[config.mk]
export PLATFORM = sky130hd
export DESIGN_NAME = pad_ctrl_top
export DESIGN_NICKNAME = d
export VERILOG_FILES = /design/src/pad_ctrl_pkg.sv /design/src/pad_ctrl_top.sv /design/src/pad_mux.sv /design/src/pad_in_sync.sv /design/src/pad_apb_regs.sv
export VERILOG_INCLUDE_DIRS = /design/src
export SDC_FILE = /design/constraint.sdc
export NUM_CORES = 1
export LEC_CHECK = 0
export BUFFER_PORTS_ARGS = -buffer_cell sky130_fd_sc_hd__buf_2
export CORE_AREA = 2 2 101 103
export CTS_BUF_LIST = sky130_fd_sc_hd__clkbuf_2 sky130_fd_sc_hd__clkbuf_4 sky130_fd_sc_hd__clkbuf_8
export DETAILED_ROUTE_END_ITERATION = 16
export DIE_AREA = 0 0 103 105
export GPL_TIMING_DRIVEN = 0
export SYNTH_ARGS = -nofsm -noshare
export SYNTH_HDL_FRONTEND = slang
export SYNTH_SLANG_ARGS = --single-unit
[constraint.sdc]
create_clock -name ref_clk_i -period 1.7 [get_ports ref_clk_i]
set_input_delay 0.17 -clock ref_clk_i [delete_from_list [all_inputs] [get_ports ref_clk_i]]
set_output_delay 0.17 -clock ref_clk_i [all_outputs]
set_load 0.005 [all_outputs]
[src/pad_ctrl_macros.svh]
/*
 * Pad controller sizing
 * Pad count, select and config field widths, APB bus widths and
 * the depth of the pad input synchroniser
 */

`ifndef PAD_CTRL_MACROS_SVH
`define PAD_CTRL_MACROS_SVH

`define PAD_N_IO        8
`define PAD_SEL_BITS    2
`define PAD_CFG_BITS    2

`define PAD_APB_AW      12
`define PAD_APB_DW      32

`define PAD_SYNC_STAGES 2

`endif
[src/pad_ctrl_pkg.sv]
/*
 * Pad controller types
 * Mux select encoding, register map and the bundles that carry
 * APB traffic and per-source pad drive
 */

`include "pad_ctrl_macros.svh"

package pad_ctrl_pkg;

  typedef enum logic [`PAD_SEL_BITS-1:0] {
    SEL_GPIO   = 2'd0,
    SEL_PERIO  = 2'd1,
    SEL_FPGAIO = 2'd2,
    SEL_OFF    = 2'd3
  } pad_sel_e;

  // Word offsets
  typedef enum logic [`PAD_APB_AW-1:0] {
    REG_PADMUX   = 12'h000,
    REG_PADCFG   = 12'h004,
    REG_GPIO_OUT = 12'h008,
    REG_GPIO_OE  = 12'h00C,
    REG_GPIO_IN  = 12'h010
  } reg_addr_e;

  typedef struct packed {
    logic                   psel;
    logic                   penable;
    logic                   pwrite;
    logic [`PAD_APB_AW-1:0] paddr;
    logic [`PAD_APB_DW-1:0] pwdata;
  } apb_req_t;

  typedef struct packed {
    logic                   pready;
    logic                   pslverr;
    logic [`PAD_APB_DW-1:0] prdata;
  } apb_rsp_t;

  typedef struct packed {
    logic [`PAD_N_IO-1:0] out;
    logic [`PAD_N_IO-1:0] oe;
  } pad_src_t;

  typedef pad_sel_e [`PAD_N_IO-1:0] pad_sel_t;

endpackage

[src/pad_ctrl_top.sv]
/*
 * Pad controller top
 * APB register bank, pad input synchroniser and pad mux for a set
 * of pads shared by GPIO, peripherals and the FPGA fabric
 */

`timescale 1ns/1ps

`include "pad_ctrl_macros.svh"

module pad_ctrl_top (
  input  logic                                     ref_clk_i,
  input  logic                                     rst_i,

  input  pad_ctrl_pkg::apb_req_t                   apb_req_i,
  output pad_ctrl_pkg::apb_rsp_t                   apb_rsp_o,

  input  pad_ctrl_pkg::pad_src_t                   perio_src_i,
  input  pad_ctrl_pkg::pad_src_t                   fpgaio_src_i,
  output logic [`PAD_N_IO-1:0]                     perio_in_o,
  output logic [`PAD_N_IO-1:0]                     fpgaio_in_o,

  input  logic [`PAD_N_IO-1:0]                     io_in_i,
  output logic [`PAD_N_IO-1:0]                     io_out_o,
  output logic [`PAD_N_IO-1:0]                     io_oe_o,
  output logic [`PAD_N_IO-1:0][`PAD_CFG_BITS-1:0]  pad_cfg_o
);

  pad_ctrl_pkg::pad_sel_t pad_sel;
  pad_ctrl_pkg::pad_src_t gpio_src;
  logic [`PAD_N_IO-1:0]   gpio_in_sync;

  pad_apb_regs pad_apb_regs_i (
    .ref_clk_i  (ref_clk_i),
    .rst_i      (rst_i),
    .apb_req_i  (apb_req_i),
    .apb_rsp_o  (apb_rsp_o),
    .gpio_in_i  (gpio_in_sync),
    .pad_sel_o  (pad_sel),
    .gpio_src_o (gpio_src),
    .pad_cfg_o  (pad_cfg_o)
  );

  pad_in_sync pad_in_sync_i (
    .ref_clk_i (ref_clk_i),
    .rst_i     (rst_i),
    .async_i   (io_in_i),
    .sync_o    (gpio_in_sync)
  );

  pad_mux pad_mux_i (
    .pad_sel_i    (pad_sel),
    .perio_src_i  (perio_src_i),
    .gpio_src_i   (gpio_src),
    .fpgaio_src_i (fpgaio_src_i),
    .io_in_i      (io_in_i),
    .io_out_o     (io_out_o),
    .io_oe_o      (io_oe_o),
    .perio_in_o   (perio_in_o),
    .fpgaio_in_o  (fpgaio_in_o)
  );

endmodule

[src/pad_mux.sv]
/*
 * Pad mux
 * Routes each pad's output and enable from the GPIO, peripheral or
 * FPGA source named by its select, and hands the pad input back only
 * to the peripheral or FPGA side that owns the pad
 */

`timescale 1ns/1ps

`include "pad_ctrl_macros.svh"

module pad_mux (
  input  pad_ctrl_pkg::pad_sel_t pad_sel_i,
  input  pad_ctrl_pkg::pad_src_t perio_src_i,
  input  pad_ctrl_pkg::pad_src_t gpio_src_i,
  input  pad_ctrl_pkg::pad_src_t fpgaio_src_i,
  input  logic [`PAD_N_IO-1:0]   io_in_i,
  output logic [`PAD_N_IO-1:0]   io_out_o,
  output logic [`PAD_N_IO-1:0]   io_oe_o,
  output logic [`PAD_N_IO-1:0]   perio_in_o,
  output logic [`PAD_N_IO-1:0]   fpgaio_in_o
);

  always_comb begin
    io_out_o    = '0;
    io_oe_o     = '0;
    perio_in_o  = '0;
    fpgaio_in_o = '0;
    for (int i = 0; i < `PAD_N_IO; i++) begin
      case (pad_sel_i[i])
        pad_ctrl_pkg::SEL_GPIO: begin
          io_out_o[i] = gpio_src_i.out[i];
          io_oe_o[i]  = gpio_src_i.oe[i];
        end
        pad_ctrl_pkg::SEL_PERIO: begin
          io_out_o[i]   = perio_src_i.out[i];
          io_oe_o[i]    = perio_src_i.oe[i];
          perio_in_o[i] = io_in_i[i];
        end
        pad_ctrl_pkg::SEL_FPGAIO: begin
          io_out_o[i]    = fpgaio_src_i.out[i];
          io_oe_o[i]     = fpgaio_src_i.oe[i];
          fpgaio_in_o[i] = io_in_i[i];
        end
        // Pad switched off, stays undriven
        default: begin
          io_out_o[i] = 1'b0;
          io_oe_o[i]  = 1'b0;
        end
      endcase
    end
  end

endmodule

[src/pad_in_sync.sv]
/*
 * Pad input synchroniser
 * Flop chain per pad that moves the asynchronous pad inputs into
 * the ref_clk domain before software samples them
 */

`timescale 1ns/1ps

`include "pad_ctrl_macros.svh"

module pad_in_sync (
  input  logic                 ref_clk_i,
  input  logic                 rst_i,
  input  logic [`PAD_N_IO-1:0] async_i,
  output logic [`PAD_N_IO-1:0] sync_o
);

  localparam int STAGES = `PAD_SYNC_STAGES;

  logic [STAGES-1:0][`PAD_N_IO-1:0] sync_q;

  always_ff @(posedge ref_clk_i) begin
    if (rst_i) begin
      sync_q <= '0;
    end else begin
      sync_q[0] <= async_i;
      for (int s = 1; s < STAGES; s++) begin
        sync_q[s] <= sync_q[s-1];
      end
    end
  end

  // Last stage is the metastability-free copy
  assign sync_o = sync_q[STAGES-1];

endmodule

[src/pad_apb_regs.sv]
/*
 * Pad controller register bank
 * Zero-wait APB slave holding the pad mux selects, the pad configuration
 * and the GPIO output and output-enable registers. GPIO input reads come
 * from the synchronised pad inputs. Unmapped offsets and writes to the
 * GPIO input register answer with pslverr.
 */

`timescale 1ns/1ps

`include "pad_ctrl_macros.svh"

module pad_apb_regs (
  input  logic                                     ref_clk_i,
  input  logic                                     rst_i,

  input  pad_ctrl_pkg::apb_req_t                   apb_req_i,
  output pad_ctrl_pkg::apb_rsp_t                   apb_rsp_o,

  input  logic [`PAD_N_IO-1:0]                     gpio_in_i,

  output pad_ctrl_pkg::pad_sel_t                   pad_sel_o,
  output pad_ctrl_pkg::pad_src_t                   gpio_src_o,
  output logic [`PAD_N_IO-1:0][`PAD_CFG_BITS-1:0]  pad_cfg_o
);

  localparam int SEL_W = `PAD_N_IO * `PAD_SEL_BITS;
  localparam int CFG_W = `PAD_N_IO * `PAD_CFG_BITS;

  pad_ctrl_pkg::pad_sel_t                  pad_sel_q;
  pad_ctrl_pkg::pad_src_t                  gpio_q;
  logic [`PAD_N_IO-1:0][`PAD_CFG_BITS-1:0] pad_cfg_q;

  logic                   access;
  logic                   addr_ok;
  logic                   ro_write;
  logic                   err;
  logic                   wr_en;
  logic [`PAD_APB_DW-1:0] rdata;

  assign access = apb_req_i.psel & apb_req_i.penable;

  // Address decode and read mux
  always_comb begin
    addr_ok = 1'b1;
    rdata   = '0;
    case (apb_req_i.paddr)
      pad_ctrl_pkg::REG_PADMUX:   rdata[SEL_W-1:0]     = pad_sel_q;
      pad_ctrl_pkg::REG_PADCFG:   rdata[CFG_W-1:0]     = pad_cfg_q;
      pad_ctrl_pkg::REG_GPIO_OUT: rdata[`PAD_N_IO-1:0] = gpio_q.out;
      pad_ctrl_pkg::REG_GPIO_OE:  rdata[`PAD_N_IO-1:0] = gpio_q.oe;
      pad_ctrl_pkg::REG_GPIO_IN:  rdata[`PAD_N_IO-1:0] = gpio_in_i;
      default:                    addr_ok              = 1'b0;
    endcase
  end

  assign ro_write = apb_req_i.pwrite && (apb_req_i.paddr == pad_ctrl_pkg::REG_GPIO_IN);
  assign err      = access & (~addr_ok | ro_write);
  assign wr_en    = access & apb_req_i.pwrite & ~err;

  // Slave never stalls
  assign apb_rsp_o.pready  = access;
  assign apb_rsp_o.pslverr = err;
  assign apb_rsp_o.prdata  = (access && !apb_req_i.pwrite && !err) ? rdata : '0;

  always_ff @(posedge ref_clk_i) begin
    if (rst_i) begin
      pad_sel_q <= pad_ctrl_pkg::pad_sel_t'({`PAD_N_IO{pad_ctrl_pkg::SEL_GPIO}});
      pad_cfg_q <= '0;
      gpio_q    <= '0;
    end else if (wr_en) begin
      case (apb_req_i.paddr)
        pad_ctrl_pkg::REG_PADMUX: begin
          pad_sel_q <= pad_ctrl_pkg::pad_sel_t'(apb_req_i.pwdata[SEL_W-1:0]);
        end
        pad_ctrl_pkg::REG_PADCFG: begin
          pad_cfg_q <= apb_req_i.pwdata[CFG_W-1:0];
        end
        pad_ctrl_pkg::REG_GPIO_OUT: begin
          gpio_q.out <= apb_req_i.pwdata[`PAD_N_IO-1:0];
        end
        pad_ctrl_pkg::REG_GPIO_OE: begin
          gpio_q.oe <= apb_req_i.pwdata[`PAD_N_IO-1:0];
        end
        default: begin
          gpio_q <= gpio_q;
        end
      endcase
    end
  end

  assign pad_sel_o  = pad_sel_q;
  assign gpio_src_o = gpio_q;
  assign pad_cfg_o  = pad_cfg_q;

  // APB protocol checks
  a_access_after_setup: assert property (
    @(posedge ref_clk_i) disable iff (rst_i)
    (apb_req_i.psel && apb_req_i.penable) |-> $past(apb_req_i.psel && !apb_req_i.penable)
  ) else $error("access cycle without a setup cycle");

  a_paddr_stable: assert property (
    @(posedge ref_clk_i) disable iff (rst_i)
    (apb_req_i.psel && !apb_req_i.penable) ##1 (apb_req_i.psel && apb_req_i.penable)
      |-> $stable(apb_req_i.paddr)
  ) else $error("paddr changed between setup and access");

endmodule

## After elaboration in Yosys (flattened, before gate mapping)

Cells that the tools add are included.

| operators by class | value |
|---|---|
| equal/unequal tests | 20 |
| multiplexer cells | 36 |
| bitwise gates (word level) | 7 |
| reductions and logical operators | 19 |

Operator list:

| cell | number |
|---|---|
| 1-bit case mux with 3 select lines | 16 |
| 8-bit case mux with 5 select lines | 1 |
| 12-bit by 4-bit == test with 1-bit output, second input constant | 2 |
| 1-bit 2-to-1 mux | 17 |
| 2-bit by 1-bit == test with 1-bit output, second input constant | 8 |
| 2-bit == test, second input constant | 8 |
| 2-bit zero test | 8 |
| 16-bit 2-to-1 mux | 1 |
| 8-bit case mux with 2 select lines | 1 |
| 12-bit by 3-bit == test with 1-bit output, second input constant | 1 |
| 12-bit by 5-bit == test with 1-bit output, second input constant | 1 |
| 12-bit zero test | 1 |
| 2-bit AND reduction | 4 |
| 5-bit OR reduction | 1 |
| 1-bit bitwise AND | 4 |
| 1-bit logical AND | 3 |
| 1-bit zero test | 2 |
| 1-bit NOT | 2 |
| 1-bit OR | 1 |

| word-level totals | value |
|---|---|
| flip-flop bits (word level) | 64 |
| input bits | 89 |
| output and inout bits | 82 |
| word-level logic and storage cells | 102 |

## Depth between registers and ports, before layout

| depth | value |
|---|---|
| depth in word-level cells | 9 |
| gate-level depth with buffers | 6 |

## Cells and area by module

A second synthesis with hierarchy kept.

| second synthesis, totals | value |
|---|---|
| cell total of the unflattened synthesis | 363 |
| area, all modules | 3480.8 um2 |

By module, submodules not included:

| module | instances | cells an instance | area an instance (um2) | sequential area each (um2) |
|---|---|---|---|---|
| pad_apb_regs | 1 | 258 | 2496.1 | 960.9 |
| pad_in_sync | 1 | 41 | 524.3 | 320.3 |
| pad_mux | 1 | 64 | 460.4 | 0.0 |

## Worst setup path before layout

Ideal clock, no wire load.

| timing path | value |
|---|---|
| path kind | input to output |
| start | input port apb_req_i[39] (netlist name) |
| end | output port apb_rsp_o[0] (netlist name) |
| arrival | 1.261 ns |
| setup slack | 0.269 ns |
| cell stages on the path | 4 |
| buffers on the path | 0 |
| path through | nor4_4 and3_2 nand3_1 a21oi_1 |

RTL lines:

| item | line | text |
|---|---|---|
| start, declared | pad_ctrl_top.sv:15 | `input pad_ctrl_pkg::apb_req_t apb_req_i,` |
| end, declared | pad_ctrl_top.sv:16 | `output pad_ctrl_pkg::apb_rsp_t apb_rsp_o,` |

==> impl_metrics.ini <==
[routing]
vias = 3163
wl_mm = 10.0
first_iter_violations = 122
vias_per_cell = 4.69
drc = 0
wl_per_cell_um = 14.8
drtPass1Iterations = 4
antenna_left = 0

[worst_setup_path]
worst_setup_path_start_kind = primary input
required_ns = 1.53
worstSetupEndpointType = output pin
crit_type = primary input to output pin
crit_slowest_cell = buf_4
worst_ep_arrival_time_ns = 1.47
cpMostUsedCell = buf_4
crit_chain = buf_2 > buf_4 > buf_4 > o21ai_1 > nand3_2 > buf_4 > a21oi_1 > buf_2
cpPeakStageDelay_ns = 0.20
critPathMaxFanout = 10

[logic_synthesis]
synthMuxAreaShare_pct = 26.2
synth-simple-area-share_pct = 23.8
syn_area_per_cell_um2 = 9.15
yosysSeqAreaShare_pct = 37.7
synth_compound_area_share_pct = 5.34
synth-seq-cells = 64
yosysWarnings = 0
synthCells = 371
synth_area_mm2 = 0.00340
synth_xor_area_share_pct = 0
synth_cell_type_count = 34
yosys.area_share.adder_pct = 0
synth_top_family_by_area = multiplexers

[die]
rows = 36
die_h_um = 105
io_pins = 171
die_w_um = 103
floorplan.initialDensity_pct = 35.2
fp.coreArea_mm2 = 0.00964
dieArea_mm2 = 0.0108

[pwr]
p_per_area_mw_per_mm2 = 677
ir_drop_mv = 0.343
total_leakage_power_nw = 2.44

[clock_tree]
postCtsHoldBufs = 0
cts_tree = built
cts-root-buf = clkbuf_8
cts_sinks = 64
clkLatencyLatePin_ns = 0.34
htree_levels = 3
clk_path_buf_depth = 2
numCtsBuffers = 9
clk_pin_slew_worst_paths_ns = 0.07

[timing]
worst_slew_pin_slew_ns = 0.601
final_max_slew_viol_count = 0
timing.hold.ws_ns = 0.0584
skew_ns = 0.00651
period_needed_ns = 1.64
finalHoldViolations = 0
finalSetupTns_ns = 0
finalSetupViolCount = 0
relSlewSlack_pct = 59.9
fin_crit_sh_pct = 96.7
rsz0062_at_grt = no
fmax_mhz = 608

[finish]
finalNetCount = 626
regArea_mm2 = 0.00128
fillerInstances = 1011
area_growth_syn_to_layout_pct = 34.5
final_cell_area_mm2 = 0.00457
drive_above_1_share_pct = 39.3
fin_cells = 675
multi_input_area_mm2 = 0.00197
antennaDiodeCount = 0

[worst_hold_path]
min_path_type = primary input to flip-flop

[grt]
grt_overflow = 0
grt.met2_usage_pct = 31.4
grt_use_met1_pct = 24.1
met3_usage_pct = 3.88
grt_max_degree = 13
antenna_found_initial = 0
grt_pass1_wl_mm = 15.5
track_usage_pct = 18.8
grt_pass1_vias = 2964
top_usage_layer = met2

[placement]
io_buffers = 137
gp_congestion = 0.825
placed_cells = 656
post_dp_cell_area_mm2 = 0.00430
dpl.hpwl_mm = 7.63

[status]
outcome = finished, final reports clean

[flow_run]
drv_cap = 0
-- through the flow --
step	utilization (%)	total power [mW]	worst slack, ns
floorplan	-	1.69	0.269
global placement	44.7	1.83	-0.300
detailed placement	44.7	1.84	-0.315
CTS	47.4	3.12	0.0117
global route	47.4	3.21	0.00629
finish	47.4	3.09	0.0555
-- layout make-up --
class	count	share of cell area (%)
multi-input cells	288	43.1
flip-flops and latches	64	28.1
repair buffers	141	15.7
plain buffers	32	5.12
well taps	133	3.64
clock buffers	9	2.71
clock inverters	7	1.56
inverters	1	0.0822
-- path summary, 6_finish.rpt --
check | start | endpoint | slack [ns] | depth (start not counted)
max reg2reg | pad_apb_regs_i.pad_sel_o[6] | pad_apb_regs_i.pad_sel_o[6] | 0.93 | 2
max | apb_req_i[35] | apb_rsp_o[6] | 0.06 | 8
min reg2reg | pad_in_sync_i.sync_q[5] | pad_in_sync_i.sync_o[5] | 0.44 | 1
min | rst_i | pad_in_sync_i.sync_q[3] | 0.06 | 2
-- cell usage after synthesis --
master / instances / area share, %
buf_4: 18 / 4.0
nor4b_1: 1 / 0.26
a311oi_1: 1 / 0.26
nor2_1: 70 / 7.7
clkbuf_8: 1 / 0.41
mux2_2: 8 / 2.7
nor4_1: 2 / 0.37
nor3_1: 1 / 0.15
nand2_1: 29 / 3.2
nand4_2: 2 / 0.74
clkbuf_1: 8 / 0.88
buf_6: 3 / 0.99
nor3_4: 1 / 0.48
mux2i_1: 73 / 22
and2_1: 8 / 1.5
o21ai_0: 17 / 2.5
nor4_4: 1 / 0.63
o31ai_1: 1 / 0.22
nand4_4: 2 / 1.3
and4b_1: 1 / 0.29
a21oi_1: 9 / 1.3
nor4b_2: 1 / 0.44
inv_1: 1 / 0.11
a32oi_1: 4 / 1.0
and4_1: 1 / 0.26
nand2b_1: 3 / 0.55
nand3_1: 5 / 0.74
dfxtp_1: 64 / 38
nor2b_1: 25 / 4.6
nand3b_1: 2 / 0.44
buf_2: 3 / 0.44
mux4_2: 3 / 2.0
conb_1: 1 / 0.11
and3_2: 1 / 0.22
-- registers in the layout, indices dropped and copies added (netlist names) --
| register | flops |
|---|---|
| pad_apb_regs_i.gpio_src_o | 16 |
| pad_apb_regs_i.pad_cfg_o | 16 |
| pad_apb_regs_i.pad_sel_o | 16 |
| pad_in_sync_i.sync_o | 8 |
| pad_in_sync_i.sync_q | 8 |
-- cells by family (layout without fill, tap and decap cells) --
logic type             after synthesis  count (layout)
AND/OR/NAND/NOR                    156             156
other                                1              16
flip-flops                          64              64
multiplexers                        84              84
buffers and inverters               34             190
AO/OA/AOI/OAI                       32              32
-- timing repair --
item,CTS,global route
pin swaps,3,0
buffers inserted,4,0
endpoints found under the setup margin,17,7
resized for setup,12,5
-- critical path, delay by kind of cell --
kind / cells / cell delay (ns)
AOI/OAI and AO/OA: 2 / 0.35
buffers and inverters: 5 / 0.85
and+or+nand+nor: 1 / 0.09
-- power breakdown --
part	total (mW)	internal [mW]	switching, mW	leakage [nW]
Combinational	0.289	0.136	0.153	1.83
Clock	1.28	0.676	0.608	0.0916
Sequential	1.52	1.52	0.00373	0.520
-- layout by cell type (no fill, tap or decap), types with 3 or more instances in the layout --
master,synthesis,final
dfxtp_1,64,61
buf_2,3,137
nand3_1,5,3
o21ai_0,17,16
a32oi_1,4,4
clkbuf_8,1,10
mux2_2,8,8
clkinvlp_4,0,3
nor2_1,70,69
a21oi_2,0,3
buf_4,18,25
clkbuf_1,8,5
nor2b_1,25,24
and2_1,8,8
mux4_2,3,3
nand2_1,29,29
a21oi_1,9,6
mux2i_1,73,73
buf_6,3,3
dfxtp_2,0,3
nand2b_1,3,3
conb_1,1,16
-- layer usage --
metal | vias up | share of wire, %
met2 | 124 | 47
met1 | 1450 | 45
met5 | - | 0
met3 | 11 | 6.7
met4 | 0 | 1.3
li1 | 1578 | -
Note: power is estimated with default switching activity, not from simulation.
